$ cat src/design/unpack_consts.svh
`ifndef UNPACK_CONSTS_SVH
`define UNPACK_CONSTS_SVH

// receive data word and ram widths
`define WORD_W 32
`define RX_ADDR_W 11
`define RB_ADDR_W 14

// header field widths
`define TYPE_W 4
`define LEN_CODE_W 4

// packet type codes, header bits 31 to 28
`define TYPE_CORRECT_PARITY 4'd1
`define TYPE_TARGET_HASHTAG 4'd2
`define TYPE_Z_BASIS_DECOY 4'd3
`define TYPE_EV_RANDOMBIT 4'd4

// length codes, header bits 27 to 24
// 257 code takes the short length from bits 23 to 15
`define LEN_257 4'd0
`define LEN_514 4'd1
`define LEN_771 4'd2
`define LEN_1028 4'd3

// payload depths for the fixed codes
`define DEPTH_514 11'd512
`define DEPTH_771 11'd768
`define DEPTH_1028 11'd1024

// stored random-bit packets that mean the ram is full
`define EV_FULL_PACKETS 32

`endif

$ cat src/design/packet_pkg.sv
`default_nettype none

`include "unpack_consts.svh"

package packet_pkg;

    // one receive ram word
    typedef logic [`WORD_W-1:0] word_t;

    // receive ram address, also the payload depth
    typedef logic [`RX_ADDR_W-1:0] rx_addr_t;

    // random-bit ram address and packed data
    typedef logic [`RB_ADDR_W-1:0] rb_addr_t;
    typedef logic [2*`WORD_W-1:0] rb_word_t;

    // where payload words go
    typedef enum logic [1:0] {
        SINK_NONE  = 2'd0,
        SINK_ER    = 2'd1,
        SINK_DECOY = 2'd2,
        SINK_RB    = 2'd3
    } sink_t;

endpackage

`default_nettype wire

$ cat src/design/unpack_ctrl_pkg.sv
`default_nettype none

package unpack_ctrl_pkg;

    // packet phases of the unpacker
    typedef enum logic [2:0] {
        ST_IDLE          = 3'd0,
        ST_READ_HDR      = 3'd1,
        ST_SET_PARAM     = 3'd2,
        ST_WRITE_PAYLOAD = 3'd3,
        ST_UNPACK_DONE   = 3'd4,
        // network side still holds msg_accessed
        ST_WAIT_RELEASE  = 3'd5
    } unpack_state_t;

endpackage

`default_nettype wire

$ cat src/design/b_unpacket.sv
`timescale 1ns/100ps
`default_nettype none

module b_unpacket (
    input  logic                 clk,
    input  logic                 rst_n,
    input  logic                 msg_accessed,
    input  logic                 busy_net2pp,
    output logic                 busy_pp2net,
    output packet_pkg::rx_addr_t rx_bram_addr,
    input  packet_pkg::word_t    rx_bram_dout,
    output logic                 er_fifo_wr_en,
    output packet_pkg::word_t    er_fifo_din,
    output logic                 decoy_fifo_wr_en,
    output packet_pkg::word_t    decoy_fifo_din,
    output logic                 ev_bram_we,
    output packet_pkg::rb_addr_t ev_bram_addr,
    output packet_pkg::rb_word_t ev_bram_din,
    input  logic                 reset_ev,
    output logic                 ev_full
);

    import packet_pkg::*;

    // fsm strobes
    logic     header_capture;
    logic     payload_run;
    logic     pkt_done;
    logic     payload_done;
    // decoded header
    sink_t    sink_sel;
    rx_addr_t depth;
    logic     header_included;
    // read path
    word_t    rd_data;
    word_t    word;
    logic     word_valid;
    // random-bit path
    word_t    rb_word;
    logic     rb_word_valid;
    logic     rb_pkt_done;

    unpack_fsm i_fsm (
        .clk            (clk),
        .rst_n          (rst_n),
        .msg_accessed   (msg_accessed),
        .busy_net2pp    (busy_net2pp),
        .payload_done   (payload_done),
        .busy_pp2net    (busy_pp2net),
        .header_capture (header_capture),
        .payload_run    (payload_run),
        .pkt_done       (pkt_done)
    );

    header_decoder i_hdr (
        .clk             (clk),
        .rst_n           (rst_n),
        .header_capture  (header_capture),
        .pkt_done        (pkt_done),
        .rd_data         (rd_data),
        .sink_sel        (sink_sel),
        .depth           (depth),
        .header_included (header_included)
    );

    rx_bram_reader i_reader (
        .clk             (clk),
        .rst_n           (rst_n),
        .payload_run     (payload_run),
        .pkt_done        (pkt_done),
        .depth           (depth),
        .header_included (header_included),
        .rx_bram_dout    (rx_bram_dout),
        .rx_bram_addr    (rx_bram_addr),
        .rd_data         (rd_data),
        .word            (word),
        .word_valid      (word_valid),
        .payload_done    (payload_done)
    );

    sink_steer i_steer (
        .clk              (clk),
        .rst_n            (rst_n),
        .sink_sel         (sink_sel),
        .word             (word),
        .word_valid       (word_valid),
        .pkt_done         (pkt_done),
        .er_fifo_wr_en    (er_fifo_wr_en),
        .er_fifo_din      (er_fifo_din),
        .decoy_fifo_wr_en (decoy_fifo_wr_en),
        .decoy_fifo_din   (decoy_fifo_din),
        .rb_word          (rb_word),
        .rb_word_valid    (rb_word_valid),
        .rb_pkt_done      (rb_pkt_done)
    );

    randombit_packer i_packer (
        .clk           (clk),
        .rst_n         (rst_n),
        .rb_word       (rb_word),
        .rb_word_valid (rb_word_valid),
        .rb_pkt_done   (rb_pkt_done),
        .reset_ev      (reset_ev),
        .ev_bram_we    (ev_bram_we),
        .ev_bram_addr  (ev_bram_addr),
        .ev_bram_din   (ev_bram_din),
        .ev_full       (ev_full)
    );

endmodule

`default_nettype wire

$ cat src/design/header_decoder.sv
`timescale 1ns/100ps
`default_nettype none

`include "unpack_consts.svh"

module header_decoder (
    input  logic                clk,
    input  logic                rst_n,
    input  logic                header_capture,
    input  logic                pkt_done,
    input  packet_pkg::word_t   rd_data,
    output packet_pkg::sink_t   sink_sel,
    output packet_pkg::rx_addr_t depth,
    output logic                header_included
);

    import packet_pkg::*;

    // short length field sits right below the length code
    localparam int SHORT_LEN_W = 9;
    localparam int LEN_CODE_LSB = `WORD_W - `TYPE_W - `LEN_CODE_W;

    word_t                  header_q;
    logic [`TYPE_W-1:0]     pkt_type;
    logic [`LEN_CODE_W-1:0] len_code;
    logic [SHORT_LEN_W-1:0] short_len;

    // header held for the whole packet
    always_ff @(posedge clk) begin
        if (!rst_n || pkt_done) begin
            header_q <= '0;
        end else if (header_capture) begin
            header_q <= rd_data;
        end
    end

    assign pkt_type  = header_q[`WORD_W-1 -: `TYPE_W];
    assign len_code  = header_q[LEN_CODE_LSB +: `LEN_CODE_W];
    assign short_len = header_q[LEN_CODE_LSB-1 -: SHORT_LEN_W];

    // type to sink, unknown types go nowhere
    always_comb begin
        case (pkt_type)
            `TYPE_CORRECT_PARITY: sink_sel = SINK_ER;
            `TYPE_TARGET_HASHTAG: sink_sel = SINK_ER;
            `TYPE_Z_BASIS_DECOY:  sink_sel = SINK_DECOY;
            `TYPE_EV_RANDOMBIT:   sink_sel = SINK_RB;
            default:              sink_sel = SINK_NONE;
        endcase
    end

    // error-correction packets carry the header into the fifo
    assign header_included = (sink_sel == SINK_ER);

    // length code to payload depth
    always_comb begin
        case (len_code)
            `LEN_257:  depth = rx_addr_t'(short_len);
            `LEN_514:  depth = `DEPTH_514;
            `LEN_771:  depth = `DEPTH_771;
            `LEN_1028: depth = `DEPTH_1028;
            default:   depth = `DEPTH_1028;
        endcase
    end

endmodule

`default_nettype wire

$ cat src/design/randombit_packer.sv
`timescale 1ns/100ps
`default_nettype none

`include "unpack_consts.svh"

module randombit_packer (
    input  logic                 clk,
    input  logic                 rst_n,
    input  packet_pkg::word_t    rb_word,
    input  logic                 rb_word_valid,
    input  logic                 rb_pkt_done,
    input  logic                 reset_ev,
    output logic                 ev_bram_we,
    output packet_pkg::rb_addr_t ev_bram_addr,
    output packet_pkg::rb_word_t ev_bram_din,
    output logic                 ev_full
);

    import packet_pkg::*;

    localparam int CNT_W = $clog2(`EV_FULL_PACKETS + 1);

    word_t            hi_word;
    // set while the first word of a pair is held
    logic             pair_sel;
    logic [CNT_W-1:0] pkt_cnt;

    // first word of each pair
    always_ff @(posedge clk) begin
        if (rb_word_valid && !pair_sel) begin
            hi_word <= rb_word;
        end
    end

    // pair toggle, an odd trailing word is dropped at packet end
    always_ff @(posedge clk) begin
        if (!rst_n || rb_pkt_done) begin
            pair_sel <= 1'b0;
        end else if (rb_word_valid) begin
            pair_sel <= !pair_sel;
        end
    end

    // write on the second word, earlier word in the upper half
    assign ev_bram_we  = rb_word_valid && pair_sel;
    assign ev_bram_din = ev_bram_we ? {hi_word, rb_word} : '0;

    // write address, wraps at the top of the ram
    always_ff @(posedge clk) begin
        if (!rst_n || reset_ev) begin
            ev_bram_addr <= '0;
        end else if (ev_bram_we) begin
            ev_bram_addr <= ev_bram_addr + 1'b1;
        end
    end

    // stored packets, holds at the full mark
    always_ff @(posedge clk) begin
        if (!rst_n || reset_ev) begin
            pkt_cnt <= '0;
        end else if (rb_pkt_done && !ev_full) begin
            pkt_cnt <= pkt_cnt + 1'b1;
        end
    end

    assign ev_full = (pkt_cnt == CNT_W'(`EV_FULL_PACKETS));

endmodule

`default_nettype wire

$ cat src/design/rx_bram_reader.sv
`timescale 1ns/100ps
`default_nettype none

module rx_bram_reader (
    input  logic                 clk,
    input  logic                 rst_n,
    input  logic                 payload_run,
    input  logic                 pkt_done,
    input  packet_pkg::rx_addr_t depth,
    input  logic                 header_included,
    input  packet_pkg::word_t    rx_bram_dout,
    output packet_pkg::rx_addr_t rx_bram_addr,
    output packet_pkg::word_t    rd_data,
    output packet_pkg::word_t    word,
    output logic                 word_valid,
    output logic                 payload_done
);

    import packet_pkg::*;

    rx_addr_t issue_cnt;
    logic     issue_done;
    logic     issuing;
    logic     issue_last;
    // first pipeline stage, lines up with ram latency
    logic     valid_s1;
    logic     last_s1;
    // second stage, lines up with rd_data
    logic     last_s2;

    assign issuing    = payload_run && !issue_done;
    assign issue_last = issuing && (issue_cnt == depth);

    // address 0 outside the payload phase keeps the header on rd_data
    assign rx_bram_addr = issuing ? issue_cnt : '0;

    // issue counter, addresses 0 through depth
    always_ff @(posedge clk) begin
        if (!rst_n || pkt_done) begin
            issue_cnt  <= '0;
            issue_done <= 1'b0;
        end else if (issuing) begin
            issue_cnt <= issue_cnt + 1'b1;
            if (issue_last) begin
                issue_done <= 1'b1;
            end
        end
    end

    // registered ram output
    always_ff @(posedge clk) begin
        rd_data <= rx_bram_dout;
    end

    // valid and last travel two cycles behind the address
    always_ff @(posedge clk) begin
        if (!rst_n) begin
            valid_s1     <= 1'b0;
            last_s1      <= 1'b0;
            word_valid   <= 1'b0;
            last_s2      <= 1'b0;
            payload_done <= 1'b0;
        end else begin
            // address 0 is the header, only passed on when wanted
            valid_s1     <= issuing && ((issue_cnt != '0) || header_included);
            last_s1      <= issue_last;
            word_valid   <= valid_s1;
            last_s2      <= last_s1;
            // one cycle after the last word
            payload_done <= last_s2;
        end
    end

    assign word = word_valid ? rd_data : '0;

endmodule

`default_nettype wire

$ cat src/design/sink_steer.sv
`timescale 1ns/100ps
`default_nettype none

module sink_steer (
    input  logic              clk,
    input  logic              rst_n,
    input  packet_pkg::sink_t sink_sel,
    input  packet_pkg::word_t word,
    input  logic              word_valid,
    input  logic              pkt_done,
    output logic              er_fifo_wr_en,
    output packet_pkg::word_t er_fifo_din,
    output logic              decoy_fifo_wr_en,
    output packet_pkg::word_t decoy_fifo_din,
    output packet_pkg::word_t rb_word,
    output logic              rb_word_valid,
    output logic              rb_pkt_done
);

    import packet_pkg::*;

    // one data register shared by all sinks
    word_t word_q;

    always_ff @(posedge clk) begin
        word_q <= word;
    end

    // at most one enable per valid word
    always_ff @(posedge clk) begin
        if (!rst_n) begin
            er_fifo_wr_en    <= 1'b0;
            decoy_fifo_wr_en <= 1'b0;
            rb_word_valid    <= 1'b0;
            rb_pkt_done      <= 1'b0;
        end else begin
            er_fifo_wr_en    <= word_valid && (sink_sel == SINK_ER);
            decoy_fifo_wr_en <= word_valid && (sink_sel == SINK_DECOY);
            rb_word_valid    <= word_valid && (sink_sel == SINK_RB);
            // packer only counts random-bit packets
            rb_pkt_done      <= pkt_done && (sink_sel == SINK_RB);
        end
    end

    // data is zero whenever its strobe is low
    assign er_fifo_din    = er_fifo_wr_en ? word_q : '0;
    assign decoy_fifo_din = decoy_fifo_wr_en ? word_q : '0;
    assign rb_word        = rb_word_valid ? word_q : '0;

endmodule

`default_nettype wire

$ cat src/design/unpack_fsm.sv
`timescale 1ns/100ps
`default_nettype none

module unpack_fsm (
    input  logic clk,
    input  logic rst_n,
    input  logic msg_accessed,
    input  logic busy_net2pp,
    input  logic payload_done,
    output logic busy_pp2net,
    output logic header_capture,
    output logic payload_run,
    output logic pkt_done
);

    import unpack_ctrl_pkg::*;

    unpack_state_t state;
    unpack_state_t state_next;

    // next state
    always_comb begin
        state_next = state;
        case (state)
            ST_IDLE: begin
                // busy_net2pp is the only back-pressure
                if (msg_accessed && !busy_net2pp) begin
                    state_next = ST_READ_HDR;
                end
            end
            ST_READ_HDR: begin
                state_next = ST_SET_PARAM;
            end
            // one cycle for the decoded depth to settle
            ST_SET_PARAM: begin
                state_next = ST_WRITE_PAYLOAD;
            end
            ST_WRITE_PAYLOAD: begin
                if (payload_done) begin
                    state_next = ST_UNPACK_DONE;
                end
            end
            ST_UNPACK_DONE: begin
                state_next = ST_WAIT_RELEASE;
            end
            ST_WAIT_RELEASE: begin
                if (!msg_accessed) begin
                    state_next = ST_IDLE;
                end
            end
            default: begin
                state_next = ST_IDLE;
            end
        endcase
    end

    // state and strobes, registered off the next state
    always_ff @(posedge clk) begin
        if (!rst_n) begin
            state          <= ST_IDLE;
            busy_pp2net    <= 1'b0;
            header_capture <= 1'b0;
            payload_run    <= 1'b0;
            pkt_done       <= 1'b0;
        end else begin
            state          <= state_next;
            busy_pp2net    <= (state_next != ST_IDLE);
            header_capture <= (state_next == ST_READ_HDR);
            payload_run    <= (state_next == ST_WRITE_PAYLOAD);
            pkt_done       <= (state_next == ST_UNPACK_DONE);
        end
    end

endmodule

`default_nettype wire

$ cat config.mk
export PLATFORM = sky130hd
export DESIGN_NAME = b_unpacket
export DESIGN_NICKNAME = d
export VERILOG_FILES = /design/src/design/packet_pkg.sv /design/src/design/unpack_ctrl_pkg.sv /design/src/design/b_unpacket.sv /design/src/design/header_decoder.sv /design/src/design/randombit_packer.sv /design/src/design/rx_bram_reader.sv /design/src/design/sink_steer.sv /design/src/design/unpack_fsm.sv
export VERILOG_INCLUDE_DIRS = /design/src /design/src/design
export SDC_FILE = /design/constraint.sdc
export NUM_CORES = 1
export LEC_CHECK = 0
export BUFFER_PORTS_ARGS = -buffer_cell sky130_fd_sc_hd__buf_2
export CAP_MARGIN = 20
export CORE_MARGIN = 2
export CORE_UTILIZATION = 56
export DETAILED_ROUTE_END_ITERATION = 8
export PLACE_DENSITY = 0.82
export SYNTH_ARGS = -nofsm -noshare
export SYNTH_HDL_FRONTEND = slang
export SYNTH_HIERARCHICAL = 1
export SYNTH_SLANG_ARGS = --single-unit
$ cat constraint.sdc
create_clock -name clk -period 6.73 [get_ports clk]
set_input_delay 0.3365 -clock clk [delete_from_list [all_inputs] [get_ports clk]]
set_output_delay 0.3365 -clock clk [all_outputs]
set_load 0.05 [all_outputs]
; Word level (Yosys, flattened, before mapping)
; Index checks and enable logic that the tools add are counted.
; W data, S select, Z words.
[classes]
n_eq_ne = 19
reduce_logical = 26
bitwise = 0
mux = 11
mul = 0
shift = 0
div = 0
addsub = 3
magnitude_cmp = 0
[op_table]
columns = op, n
row1 = $mux W32, 3
row2 = $mux W64, 1
row3 = $pmux W11 S3, 1
row4 = $pmux W3 S6, 1
row5 = $add A14 B1 Y14 const B, 1
row6 = $eq A4 B2 Y1 const B, 3
row7 = $add A11 B1 Y11 const B, 1
row8 = $eq A11 B11 Y1, 1
row9 = $logic_and A1 B1 Y1, 11
row10 = $mux W11, 1
row11 = $reduce_bool A11 Y1, 1
row12 = $eq A3 B2 Y1 const B, 3
row13 = $eq A3 B3 Y1 const B, 3
row14 = $mux W3, 3
row15 = $eq A4 B1 Y1 const B, 2
row16 = $add A6 B1 Y6 const B, 1
row17 = $eq A3 B1 Y1 const B, 2
row18 = $eq A6 B6 Y1 const B, 1
row19 = $pmux W2 S3, 1
row20 = $logic_not A1 Y1, 5
row21 = $eq A2 B2 Y1 const B, 2
row22 = $eq A4 B3 Y1 const B, 1
row23 = $logic_not A4 Y1, 1
row24 = $logic_or A1 B1 Y1, 4
row25 = 5 further kinds, 5
[totals]
out_inout_bits = 158
memories = 0
ram_bits = 0
latch_bits = 0
romBits = 0
inputBits = 37
register_bits = 177

; Depth between registers and ports, before layout
; Gate-level depths: netlist of run 1.
[depth]
ltp_word = 6
ltp_mapped = 6

; Hierarchy
; The synthesis of run 1 kept the hierarchy.
[modules_own_cells]
columns = module, n_inst, area_each_um2, cells_per_inst
row1 = randombit_packer, 1, 2474.9, 234
row2 = rx_bram_reader, 1, 1819.2, 172
row3 = sink_steer, 1, 1467.7, 145
row4 = header_decoder, 1, 775.7, 79
row5 = unpack_fsm, 1, 342.8, 36

; Worst setup path after synthesis of run 1
; No wires, ideal clock.
[synth_path]
path_type = register to register
startpoint = register i_steer.rb_word_valid
endpoint = register i_packer.hi_word[0], enable pin
path_slack_ps = 4096
arrival_time_ps = 2210
stages_incl_launch_ff = 4
cell_sequence = dfxtp_1 > buf_4 > clkbuf_1 > nor2b_1
[synth_between]
elab_chain_len = 1
[synth_lines]
columns = element, line_no
row1 = start: declaration, sink_steer.sv:16  ; output logic rb_word_valid,
row2 = start signal: assignment, sink_steer.sv:39  ; rb_word_valid <= word_valid && (sink_sel == SINK_RB);
row3 = $logic_and A1 B1 Y1, randombit_packer.sv:30  ; if (rb_word_valid && !pair_sel) begin
row4 = end signal: assignment, randombit_packer.sv:31  ; hi_word <= rb_word;
row5 = end: declaration, randombit_packer.sv:23  ; word_t hi_word;
; No other way between the ends.
; A chain may end at the register's enable or synchronous reset.

; Worst setup path in the final report of run 1
[layout_path]
startpoint = register i_fsm.payload_run
endpoint = output rx_bram_addr[8]
[layout_between]
elab_chain_len = 2
[layout_lines]
columns = element, line_no
row1 = start: declaration, unpack_fsm.sv:12  ; output logic payload_run,
row2 = start signal: assignment, unpack_fsm.sv:69  ; payload_run <= (state_next == ST_WRITE_PAYLOAD);
row3 = $logic_and A1 B1 Y1, rx_bram_reader.sv:31  ; assign issuing = payload_run && !issue_done;
row4 = $mux W11, rx_bram_reader.sv:35  ; assign rx_bram_addr = issuing ? issue_cnt : '0;
row5 = end: declaration, b_unpacket.sv:10  ; output packet_pkg::rx_addr_t rx_bram_addr,
; No other way between the ends.

==> flow_summary.ini, run 1 <==
[outcome]
status = complete, no violations

[hold_path]
hold_class = input port to register
whs_path_depth = 1
min-delay-start = rx_bram_dout[17]
holdPathEnd = i_reader/rd_data[17]$_DFF_P_

[setup_path]
ff2ff_setup_slack_ns = 4.60
critPathMaxFanout = 18
end_kind = output pin
rr_worst_depth = 3
r2r_end = i_packer/hi_word[28]$_DFFE_PP_
cp-start-kind = register
r2r_start = i_steer/rb_word_valid$_SDFF_PN0_
arrival_ns = 2.09
critPathKind = register to output pin
worstPathRequired_ns = 6.39

[cts]
clk_pin_slew_worst_paths_ns = 0.06
postCtsHoldBufs = 5
cts_tree = yes
cts_resized = 0
cts.path.max_buffers = 2
cts_root_buf = clkbuf_16
cts_buffers = 17
cts.sinks = 162
insertion_delay_ns = 0.42
postCtsSetupRepairBufs = 0
htreeDepth = 4

[timing]
rsz0062_at_grt = false
hold_viol = 0
period_needed_ns = 2.424
max_freq_mhz = 412.5
worstMarginPinSlew_ns = 1.005
setup_viol = 0
hold_ws_ns = 0.01530
finalWorstSetupSlack_ns = 4.306
finalSetupTns_ns = 0
maxSlewViolCount = 0
slew-limit-headroom = 0.3284
skew_ns = 0.01014
period_share = 0.3602

[synth]
ys_ff_latch = 162
yosysWarnings = 6
seq_area_frac_synth = 0.5179
async_flop_share = 0
synth_edf_count = 32
syn-cell-area_um2 = 6880
dominantRegCellSynth = dfxtp_1
syn_avg_cell_area_um2 = 10.33
synthDistinctLibCells = 54
syn_nets = 708
synth_cells = 666

[finish]
nets = 885
insertedDiodeCount = 0
fillers = 863
final_core_util = 0.7033
drive_above_1_share = 0.3470
syn_to_final_growth_pct = 22.79

[floorplanning]
initial_core_util = 0.5728
die_area_um2 = 13190
placementRows = 40
fp.coreArea_um2 = 12010
die_w_um = 114.8
ioPinCount = 195
die_h_um = 114.8

[power_and_ir_drop]
switching_share = 0.2106
vdd_drop_max_v = 0.0001473
comb_power_share = 0.028
powerDensity_nw_per_um2 = 236.3
p_int_uw = 1576
p_leak_uw = 0.004003
p_total_uw = 1996
seqPwrFrac = 0.510
netSwitchingPower_uw = 420.4
p_clk_frac = 0.463

[grt]
antenna_found_initial = 0
grt-ovfl-total = 0
grt.total_usage = 0.2375
grt_max_degree = 104
grt_pass1_vias = 4930
grt_pass1_wl_um = 24470

[run]
maxCapViolations = 0

[routing]
routed_via_density = 5.335
wl_per_cell_um = 15.74
drtAntennaViolNets = 0
num_vias = 5351
drtPass1Iterations = 8
drt_iter0_drc = 443
drc = 0
routed_wl_um = 15790

[placement]
gp_congestion = 0.8962
pre_cts_slack_ns = 4.635
dp_hpwl_um = 11080
io_buffers = 194
## through the flow
stage               instances  cell area (µm²)
floorplan                 666             6880
global placement          966             7821
detailed placement        966             7821
CTS                      1003             8448
global route             1003             8448
finish                   1003             8448
## synth_stat cells (4+ instances only)
cell      count  area [µm²]
a21oi_1      12       60.06
and2_1      101       631.9
and2_2       52       390.4
and3_1       66       412.9
buf_6         6       67.56
clkbuf_1     21       78.83
clkbuf_2     10       50.05
dfxtp_1     130        2603
edfxtp_1     32       960.9
ha_1          5       62.56
inv_1        15       56.30
mux2i_1      25       250.2
nand2_1      20       75.07
nand2b_1      7       43.79
nand3_1       8       40.04
nand4_1      10       62.56
nor2_1       41       153.9
nor3_1        6       30.03
nor4_1        8       50.05
o21ai_0       9       45.04
or3_1         4       25.02
xnor2_1      21       183.9
xor2_1        7       61.31
## layout make-up
| cell class | count | area, µm² | share of cell area |
|---|---|---|---|
| Tap cell | 147 | 183.9 | 0.02177 |
| Timing Repair Buffer | 201 | 1036 | 0.1226 |
| Clock buffer | 22 | 476.7 | 0.05643 |
| Multi-Input combinational cell | 445 | 3025 | 0.3581 |
| Clock inverter | 10 | 100.1 | 0.01185 |
| Sequential cell | 162 | 3566 | 0.4221 |
| Inverter | 16 | 60.06 | 0.007109 |
## power groups by stage
stage	Clock (µW)	Sequential, µW	Combinational (µW)
6_report	924	1020	55.3
5_1_grt	978	1020	60.4
4_1_cts	937	1020	55.0
3_5_place_dp	0	1040	52.3
3_3_place_gp	0	1040	49.7
2_1_floorplan	0	1030	36.7
## state kept, by name, indices dropped and copies added (netlist names), 3 cells and up
register and flops:
i_hdr/header_q 17, i_packer/hi_word 32, i_fsm/state 3, i_steer/word_q 32, i_packer/pkt_cnt 6, i_reader/rd_data 32
i_reader/issue_cnt 11, i_packer/ev_bram_addr 14
## worst max-delay path by stage
stage / start / slack, ns / cells past startpoint / to
3_5_place_dp: i_packer/pair_sel$_SDFFE_PP0P_ / 4.63 / 3 / i_packer/ev_bram_addr[10]$_SDFFE_PP0P_
2_1_floorplan: i_steer/rb_word_valid$_SDFF_PN0_ / 4.10 / 3 / i_packer/hi_word[0]$_DFFE_PP_
4_1_cts: i_fsm/payload_run$_SDFF_PN0_ / 4.30 / 3 / rx_bram_addr[8]
5_1_grt: i_fsm/payload_run$_SDFF_PN0_ / 4.13 / 3 / rx_bram_addr[9]
6_report: i_fsm/payload_run$_SDFF_PN0_ / 4.31 / 3 / rx_bram_addr[8]
3_3_place_gp: i_steer/rb_word_valid$_SDFF_PN0_ / 4.71 / 3 / i_packer/hi_word[0]$_DFFE_PP_
## worst max-delay path, stage by stage (launching register included)
cell     delay, ns
dfxtp_1       0.36
nor2b_1       0.81
and2_1        0.24
buf_2         0.26
## cells by family after synthesis
logic type / count (synthesis) / share of synthesized area
and+or+nand+nor: 350 / 0.3202
DFF: 162 / 0.5179
buffers and inverters: 59 / 0.04273
AOI/OAI and AO/OA: 37 / 0.03801
xor gates and xnor gates: 28 / 0.03564
muxes: 25 / 0.03637
adders and majority gates: 5 / 0.009093
## layout by cell type, fill, tap and decap left out, drive strengths merged, types with 6 or more instances in the layout
cell type  synthesis  routed
nor3               6       6
xor2               7       7
nor4              13      13
nand4             12      12
nand2b             7       7
nand3             10      10
a21oi             12      12
and2             153     153
edfxtp            32      32
nor2              41      41
o21ai              9       9
dfxtp            130     130
and3              66      66
clkbuf            31      22
buf               12     196
nand2             21      21
clkinv             0       7
mux2i             25      25
xnor2             21      21
inv               16      18
## layer usage
metal	up-vias	share of wire	track usage
li1	2610	-	-
met1	2510	0.44	0.3131
met2	207	0.48	0.3922
met3	24	0.061	0.04902
met4	0	0.014	0.08032
met5	-	0	0
No activity file was read; power rests on OpenSTA's default activity.
==> inputs of run 2 (changes only) <==
--- a/config.mk
+++ b/config.mk
@@ -9,9 +9,9 @@
 export BUFFER_PORTS_ARGS = -buffer_cell sky130_fd_sc_hd__buf_2
 export CAP_MARGIN = 20
 export CORE_MARGIN = 2
-export CORE_UTILIZATION = 56
+export CORE_UTILIZATION = 52
 export DETAILED_ROUTE_END_ITERATION = 8
-export PLACE_DENSITY = 0.82
+export PLACE_DENSITY = 0.77
 export SYNTH_ARGS = -nofsm -noshare
 export SYNTH_HDL_FRONTEND = slang
 export SYNTH_HIERARCHICAL = 1
==> constraint.sdc (replaced) <==
create_clock -name clk -period 2.29 [get_ports clk]
set_input_delay 0.1145 -clock clk [delete_from_list [all_inputs] [get_ports clk]]
set_output_delay 0.1145 -clock clk [all_outputs]
set_load 0.05 [all_outputs]
==> run 2 against run 1 <==
Total power grew to 3.1 times the previous value. First-iteration DRC count is 22% lower. Sequential cell count unchanged. Cell area increased by 5.1%. Critical endpoint is now ev_bram_din[0]. Via count rose by 3.0%. Setup slack got worse by 4.1 ns. Core utilization decreased by 2.5 points. Clock-buffer cell count is 4 lower.
==> flow_summary.ini, run 2 (synthesized netlist as in run 1, its figures left out) <==
[power_and_ir_drop]
seqPwrFrac = 0.483
p_int_uw = 4900
vdd_drop_max_v = 0.0006049
netSwitchingPower_uw = 1280
p_leak_uw = 0.004172
powerDensity_nw_per_um2 = 696.4
p_clk_frac = 0.483
comb_power_share = 0.034
switching_share = 0.2071

[setup_path]
worstPathRequired_ns = 2.18
crit_slowest_cell = dfxtp_2
critPathMaxFanout = 50
ff2ff_setup_slack_ns = 0.45
path_cells = buf_6, and2_2, and3_1, buf_2
end_kind = output pin
critPathKind = register to output pin
path_buf_inv = 2
crit_family = flip-flops
rr_worst_depth = 6
max_stage_delay_ns = 0.61
arrival_ns = 1.98
cp-start-kind = register
r2r_start = i_hdr/header_q[24]$_SDFFE_PP0P_
r2r_end = i_reader/issue_done$_SDFFE_PP0P_

[finish]
final_cell_mix = buf_2 (194), dfxtp_1 (128), and2_1 (101), and3_1 (66), and2_2 (52)
final_common_cell = buf_2
final_core_util = 0.6782
nets = 920
insertedDiodeCount = 0
largest_registers = i_packer/hi_word (32), i_reader/rd_data (32), i_steer/word_q (32)
fillers = 981
syn_to_final_growth_pct = 28.99
drive_above_1_share = 0.3423

[cts]
insertion_delay_ns = 0.42
htreeDepth = 4
postCtsSetupRepairBufs = 0
clk_pin_slew_worst_paths_ns = 0.06
cts_root_buf = clkbuf_16
cts.sinks = 162
cts_buffers = 17
cts.path.max_buffers = 2
cts_tree = yes

[routing]
drt_iter0_drc = 347
routed_wl_um = 16560
routed_via_density = 5.164
wl_per_cell_um = 15.52
drtAntennaViolNets = 0
drtPass1Iterations = 5
drc = 0
num_vias = 5510

[placement]
dp_hpwl_um = 11790
io_buffers = 194
gp_congestion = 0.8627

[hold_path]
hold_class = input port to register
holdPathEnd = i_fsm/header_capture$_SDFF_PN0_
whs_path_depth = 4
min-delay-start = busy_net2pp

[floorplanning]
die_area_um2 = 14170
die_h_um = 119.0
die_w_um = 119.0
fp.coreArea_um2 = 13090
placementRows = 42
initial_core_util = 0.5258
ioPinCount = 195

[timing]
hold_viol = 0
maxSlewViolCount = 0
finalSetupTns_ns = 0
period_share = 0.9131
worstMarginPinSlew_ns = 0.9001
setup_viol = 0
rsz0062_at_grt = false
max_freq_mhz = 478.2
period_needed_ns = 2.091
skew_ns = 0.01242
slew-limit-headroom = 0.3991

[grt]
antenna_found_initial = 0
grt_pass1_vias = 5196
grt_pass1_wl_um = 26150
grt_max_degree = 51
grt-ovfl-total = 0
grt.total_usage = 0.2316

[run]
maxCapViolations = 0

[outcome]
status = complete, no violations
## run 2: changes by cell type in the layout (fill, tap and decap cells not counted), moves of 2 or more
cell / change
buf_4: +6
clkinv_2: -2
bufinv_16: +3
inv_6: +3
clkinvlp_4: +2
dlygate4sd3_1: +28
## run 2: area by class of cell
class / count / area, µm² / area share
sequential: 162 / 3566 / 0.4018
timing repair buffer: 236 / 1373 / 0.1547
tap: 176 / 220.2 / 0.02481
clock buffer: 18 / 429.2 / 0.04836
inverter: 16 / 60.06 / 0.006767
multi-input combinational: 445 / 3025 / 0.3409
clock inverter: 14 / 201.4 / 0.02270
## run 2: what timing repair did
item / 4_1_cts / 5_1_grt
setup endpoints to repair: 0 / 15
resized for setup: 0 / 1
hold buffers: 33 / 0
hold endpoints to repair: 33 / 0
## run 2: worst max-delay path by stage
stage / start / to / slack [ns] / depth (start not counted)
after floorplan: i_steer/rb_word_valid$_SDFF_PN0_ / i_packer/hi_word[0]$_DFFE_PP_ / 0.25 / 3
after global placement: i_steer/rb_word_valid$_SDFF_PN0_ / ev_bram_din[23] / 0.58 / 4
after detailed placement: i_packer/pair_sel$_SDFFE_PP0P_ / i_packer/ev_bram_addr[10]$_SDFFE_PP0P_ / 0.48 / 3
after CTS: i_steer/rb_word_valid$_SDFF_PN0_ / ev_bram_din[24] / 0.07 / 4
after global routing: i_steer/rb_word_valid$_SDFF_PN0_ / ev_bram_din[24] / 0.05 / 4
final: i_steer/rb_word_valid$_SDFF_PN0_ / ev_bram_din[0] / 0.20 / 4
## run 2: metrics by stage
step / area [µm²] / power [µW] / setup WS (ns) / instances / hold WS [ns]
6_report: 8875 / 6180 / 0.1989 / 1067 / 0.04730
3_5_place_dp: 7910 / 3206 / 0.4797 / 1002 / 0.2181
3_3_place_gp: 7910 / 3196 / 0.5835 / 1002 / 0.2170
2_1_floorplan: 6883 / 3145 / 0.2488 / 666 / 0.1422
4_1_cts: 8871 / 6213 / 0.06689 / 1067 / 0.007723
5_1_grt: 8875 / 6372 / 0.05405 / 1067 / 0.03667
## run 2: layer usage
layer,share of wire,track usage,up-vias
met3,0.063,0.04885,25
li1,-,-,2680
met5,0,0,-
met1,0.42,0.2870,2613
met4,0.019,0.09152,0
met2,0.50,0.3944,192
## run 2: worst min-delay path, stage by stage
cell	delay, ns
buf_2	0.09
inv_1	0.06
nand3_1	0.09
nor3_1	0.05
## run 2: power groups by stage
stage          clock (µW)  combinational, µW  sequential (µW)
6_report             2990                210             2980
3_3_place_gp            0                153             3040
3_5_place_dp            0                161             3040
4_1_cts              3020                207             2980
2_1_floorplan           0                108             3040
5_1_grt              3160                229             2990
==> inputs of run 3 (changes only) <==
--- a/config.mk
+++ b/config.mk
@@ -9,9 +9,10 @@
 export BUFFER_PORTS_ARGS = -buffer_cell sky130_fd_sc_hd__buf_2
 export CAP_MARGIN = 20
 export CORE_MARGIN = 2
-export CORE_UTILIZATION = 52
+export CORE_UTILIZATION = 54
+export CTS_BUF_LIST = sky130_fd_sc_hd__clkbuf_4 sky130_fd_sc_hd__clkbuf_8
 export DETAILED_ROUTE_END_ITERATION = 8
-export PLACE_DENSITY = 0.77
+export PLACE_DENSITY = 0.79
 export SYNTH_ARGS = -nofsm -noshare
 export SYNTH_HDL_FRONTEND = slang
 export SYNTH_HIERARCHICAL = 1
==> run 3 against run 2 <==
Critical path depth stayed put. Cell area is 2.1% lower. Via count is 1.3% lower. Total power is 14% lower. Clock-buffer cell count is 5 higher. Non-clock buffer count is 5 higher. Sequential power hardly changed. Highest routed layer unchanged.
==> flow_summary.ini, run 3 (synthesized netlist as in run 1, its figures left out) <==
[setup_path]
cp-start-kind = register
critPathKind = register to output pin
max_stage_delay_ns = 0.61
r2r_start = i_hdr/header_q[24]$_SDFFE_PP0P_
rr_worst_depth = 6
critPathMaxFanout = 25
crit_slowest_cell = dfxtp_2
path_cells = buf_4, and2_2, and3_1, buf_2
arrival_ns = 1.99
worstPathRequired_ns = 2.18
r2r_end = i_reader/last_s1$_SDFF_PN0_
end_kind = output pin
ff2ff_setup_slack_ns = 0.46

[placement]
dp_hpwl_um = 11650
io_buffers = 194
gp_congestion = 0.8764

[power_and_ir_drop]
powerDensity_nw_per_um2 = 608.6
p_leak_uw = 0.004095
p_total_uw = 5286
vdd_drop_max_v = 0.0004292

[cts]
cts.sinks = 162
postCtsHoldBufs = 34
insertion_delay_ns = 0.44
cts_root_buf = clkbuf_8
clk_pin_slew_worst_paths_ns = 0.08
htreeDepth = 4
cts.path.max_buffers = 2
cts_resized = 0
cts_buffers = 17
postCtsSetupRepairBufs = 0
cts_tree = yes

[finish]
largest_registers = i_packer/hi_word (32), i_reader/rd_data (32), i_steer/word_q (32)
nets = 925
drive_above_1_share = 0.3453
syn_to_final_growth_pct = 26.24
insertedDiodeCount = 0
register_area_um2 = 3566
multiInputGateArea_um2 = 3030
fillers = 963
final_common_cell = buf_2
final_cell_mix = buf_2 (194), dfxtp_1 (128), and2_1 (101), and3_1 (66), and2_2 (52)

[floorplanning]
initial_core_util = 0.5497
ioPinCount = 195
die_w_um = 116.9
placementRows = 41
fp.coreArea_um2 = 12520
die_h_um = 116.9
die_area_um2 = 13660

[outcome]
status = complete, no violations

[timing]
period_share = 0.9175
skew_ns = 0.01011
rsz0062_at_grt = false
slew-limit-headroom = 0.4660
setup_viol = 0
hold_viol = 0
worstMarginPinSlew_ns = 0.7994
maxSlewViolCount = 0
max_freq_mhz = 475.9
period_needed_ns = 2.101
hold_ws_ns = 0.04552
finalSetupTns_ns = 0

[hold_path]
hold_class = input port to register
holdPathEnd = i_reader/valid_s1$_SDFF_PN0_
whs_path_depth = 3
min-delay-start = rst_n

[grt]
grt_pass1_wl_um = 25690
grt_pass1_vias = 5150
antenna_found_initial = 0
grt-ovfl-total = 0
grt_max_degree = 36
grt.total_usage = 0.2451

[routing]
drc = 0
drtAntennaViolNets = 0
routed_via_density = 5.098
num_vias = 5440
drtPass1Iterations = 5
drt_iter0_drc = 349
routed_wl_um = 16640
wl_per_cell_um = 15.60

[run]
maxCapViolations = 0
-- run 3: changes by cell type in the layout (fill, tap and decap cells not counted), moves of 2 or more --
| cell | delta |
|---|---|
| clkbuf_16 | -17 |
| clkinv_4 | -3 |
| buf_4 | +5 |
| inv_6 | -3 |
| clkbuf_4 | +2 |
| bufinv_16 | -2 |
| clkbuf_8 | +21 |
-- run 3: worst max-delay path by stage --
stage | cells past startpoint | from | endpoint
3_5_place_dp | 3 | i_packer/pair_sel$_SDFFE_PP0P_ | i_packer/ev_bram_addr[10]$_SDFFE_PP0P_
6_report | 4 | i_steer/rb_word_valid$_SDFF_PN0_ | ev_bram_din[26]
4_1_cts | 4 | i_steer/rb_word_valid$_SDFF_PN0_ | ev_bram_din[26]
5_1_grt | 4 | i_steer/rb_word_valid$_SDFF_PN0_ | ev_bram_din[26]
3_3_place_gp | 3 | i_packer/pair_sel$_SDFFE_PP0P_ | i_packer/ev_bram_addr[10]$_SDFFE_PP0P_
2_1_floorplan | 3 | i_steer/rb_word_valid$_SDFF_PN0_ | i_packer/hi_word[0]$_DFFE_PP_
-- run 3: metal layers --
layer / track usage / vias to the layer above / wire [µm]
li1: - / 2679 / -
met1: 0.3052 / 2549 / 7181
met2: 0.4235 / 195 / 8357
met3: 0.05355 / 17 / 937
met4: 0.08314 / 0 / 167
met5: 0 / - / 0
-- run 3: cell type report --
type / instances / share of cell area
repair buffers: 241 / 0.1622
well taps: 172 / 0.02478
flip-flops and latches: 162 / 0.4105
multi-input cells: 445 / 0.3489
clock buffers: 23 / 0.03500
inverters: 16 / 0.006914
clock inverters: 8 / 0.01167
-- run 3: power by group --
group	internal (µW)	leakage [µW]	total [µW]	switching, µW
clock	1100	0.000201	2090	991
sequential	2940	0.00128	2980	37.2
combinational	113	0.00261	211	98.0
-- run 3: critical path: cells and delay by family (launching register included) --
family,cells,cell delay [ns]
DFF,1,0.61
buffers and inverters,2,0.57
and+or+nand+nor,2,0.36
-- run 3: stage by stage --
stage,worst slack (ns),instances,cell area (µm²),utilization
3_5_place_dp,0.5076,1002,7940,0.6343
6_report,0.1888,1067,8686,0.6939
2_1_floorplan,0.2488,666,6883,-
3_3_place_gp,0.5500,1002,7940,0.6343
5_1_grt,0.03858,1067,8686,0.6939
4_1_cts,0.1444,1067,8686,0.6939
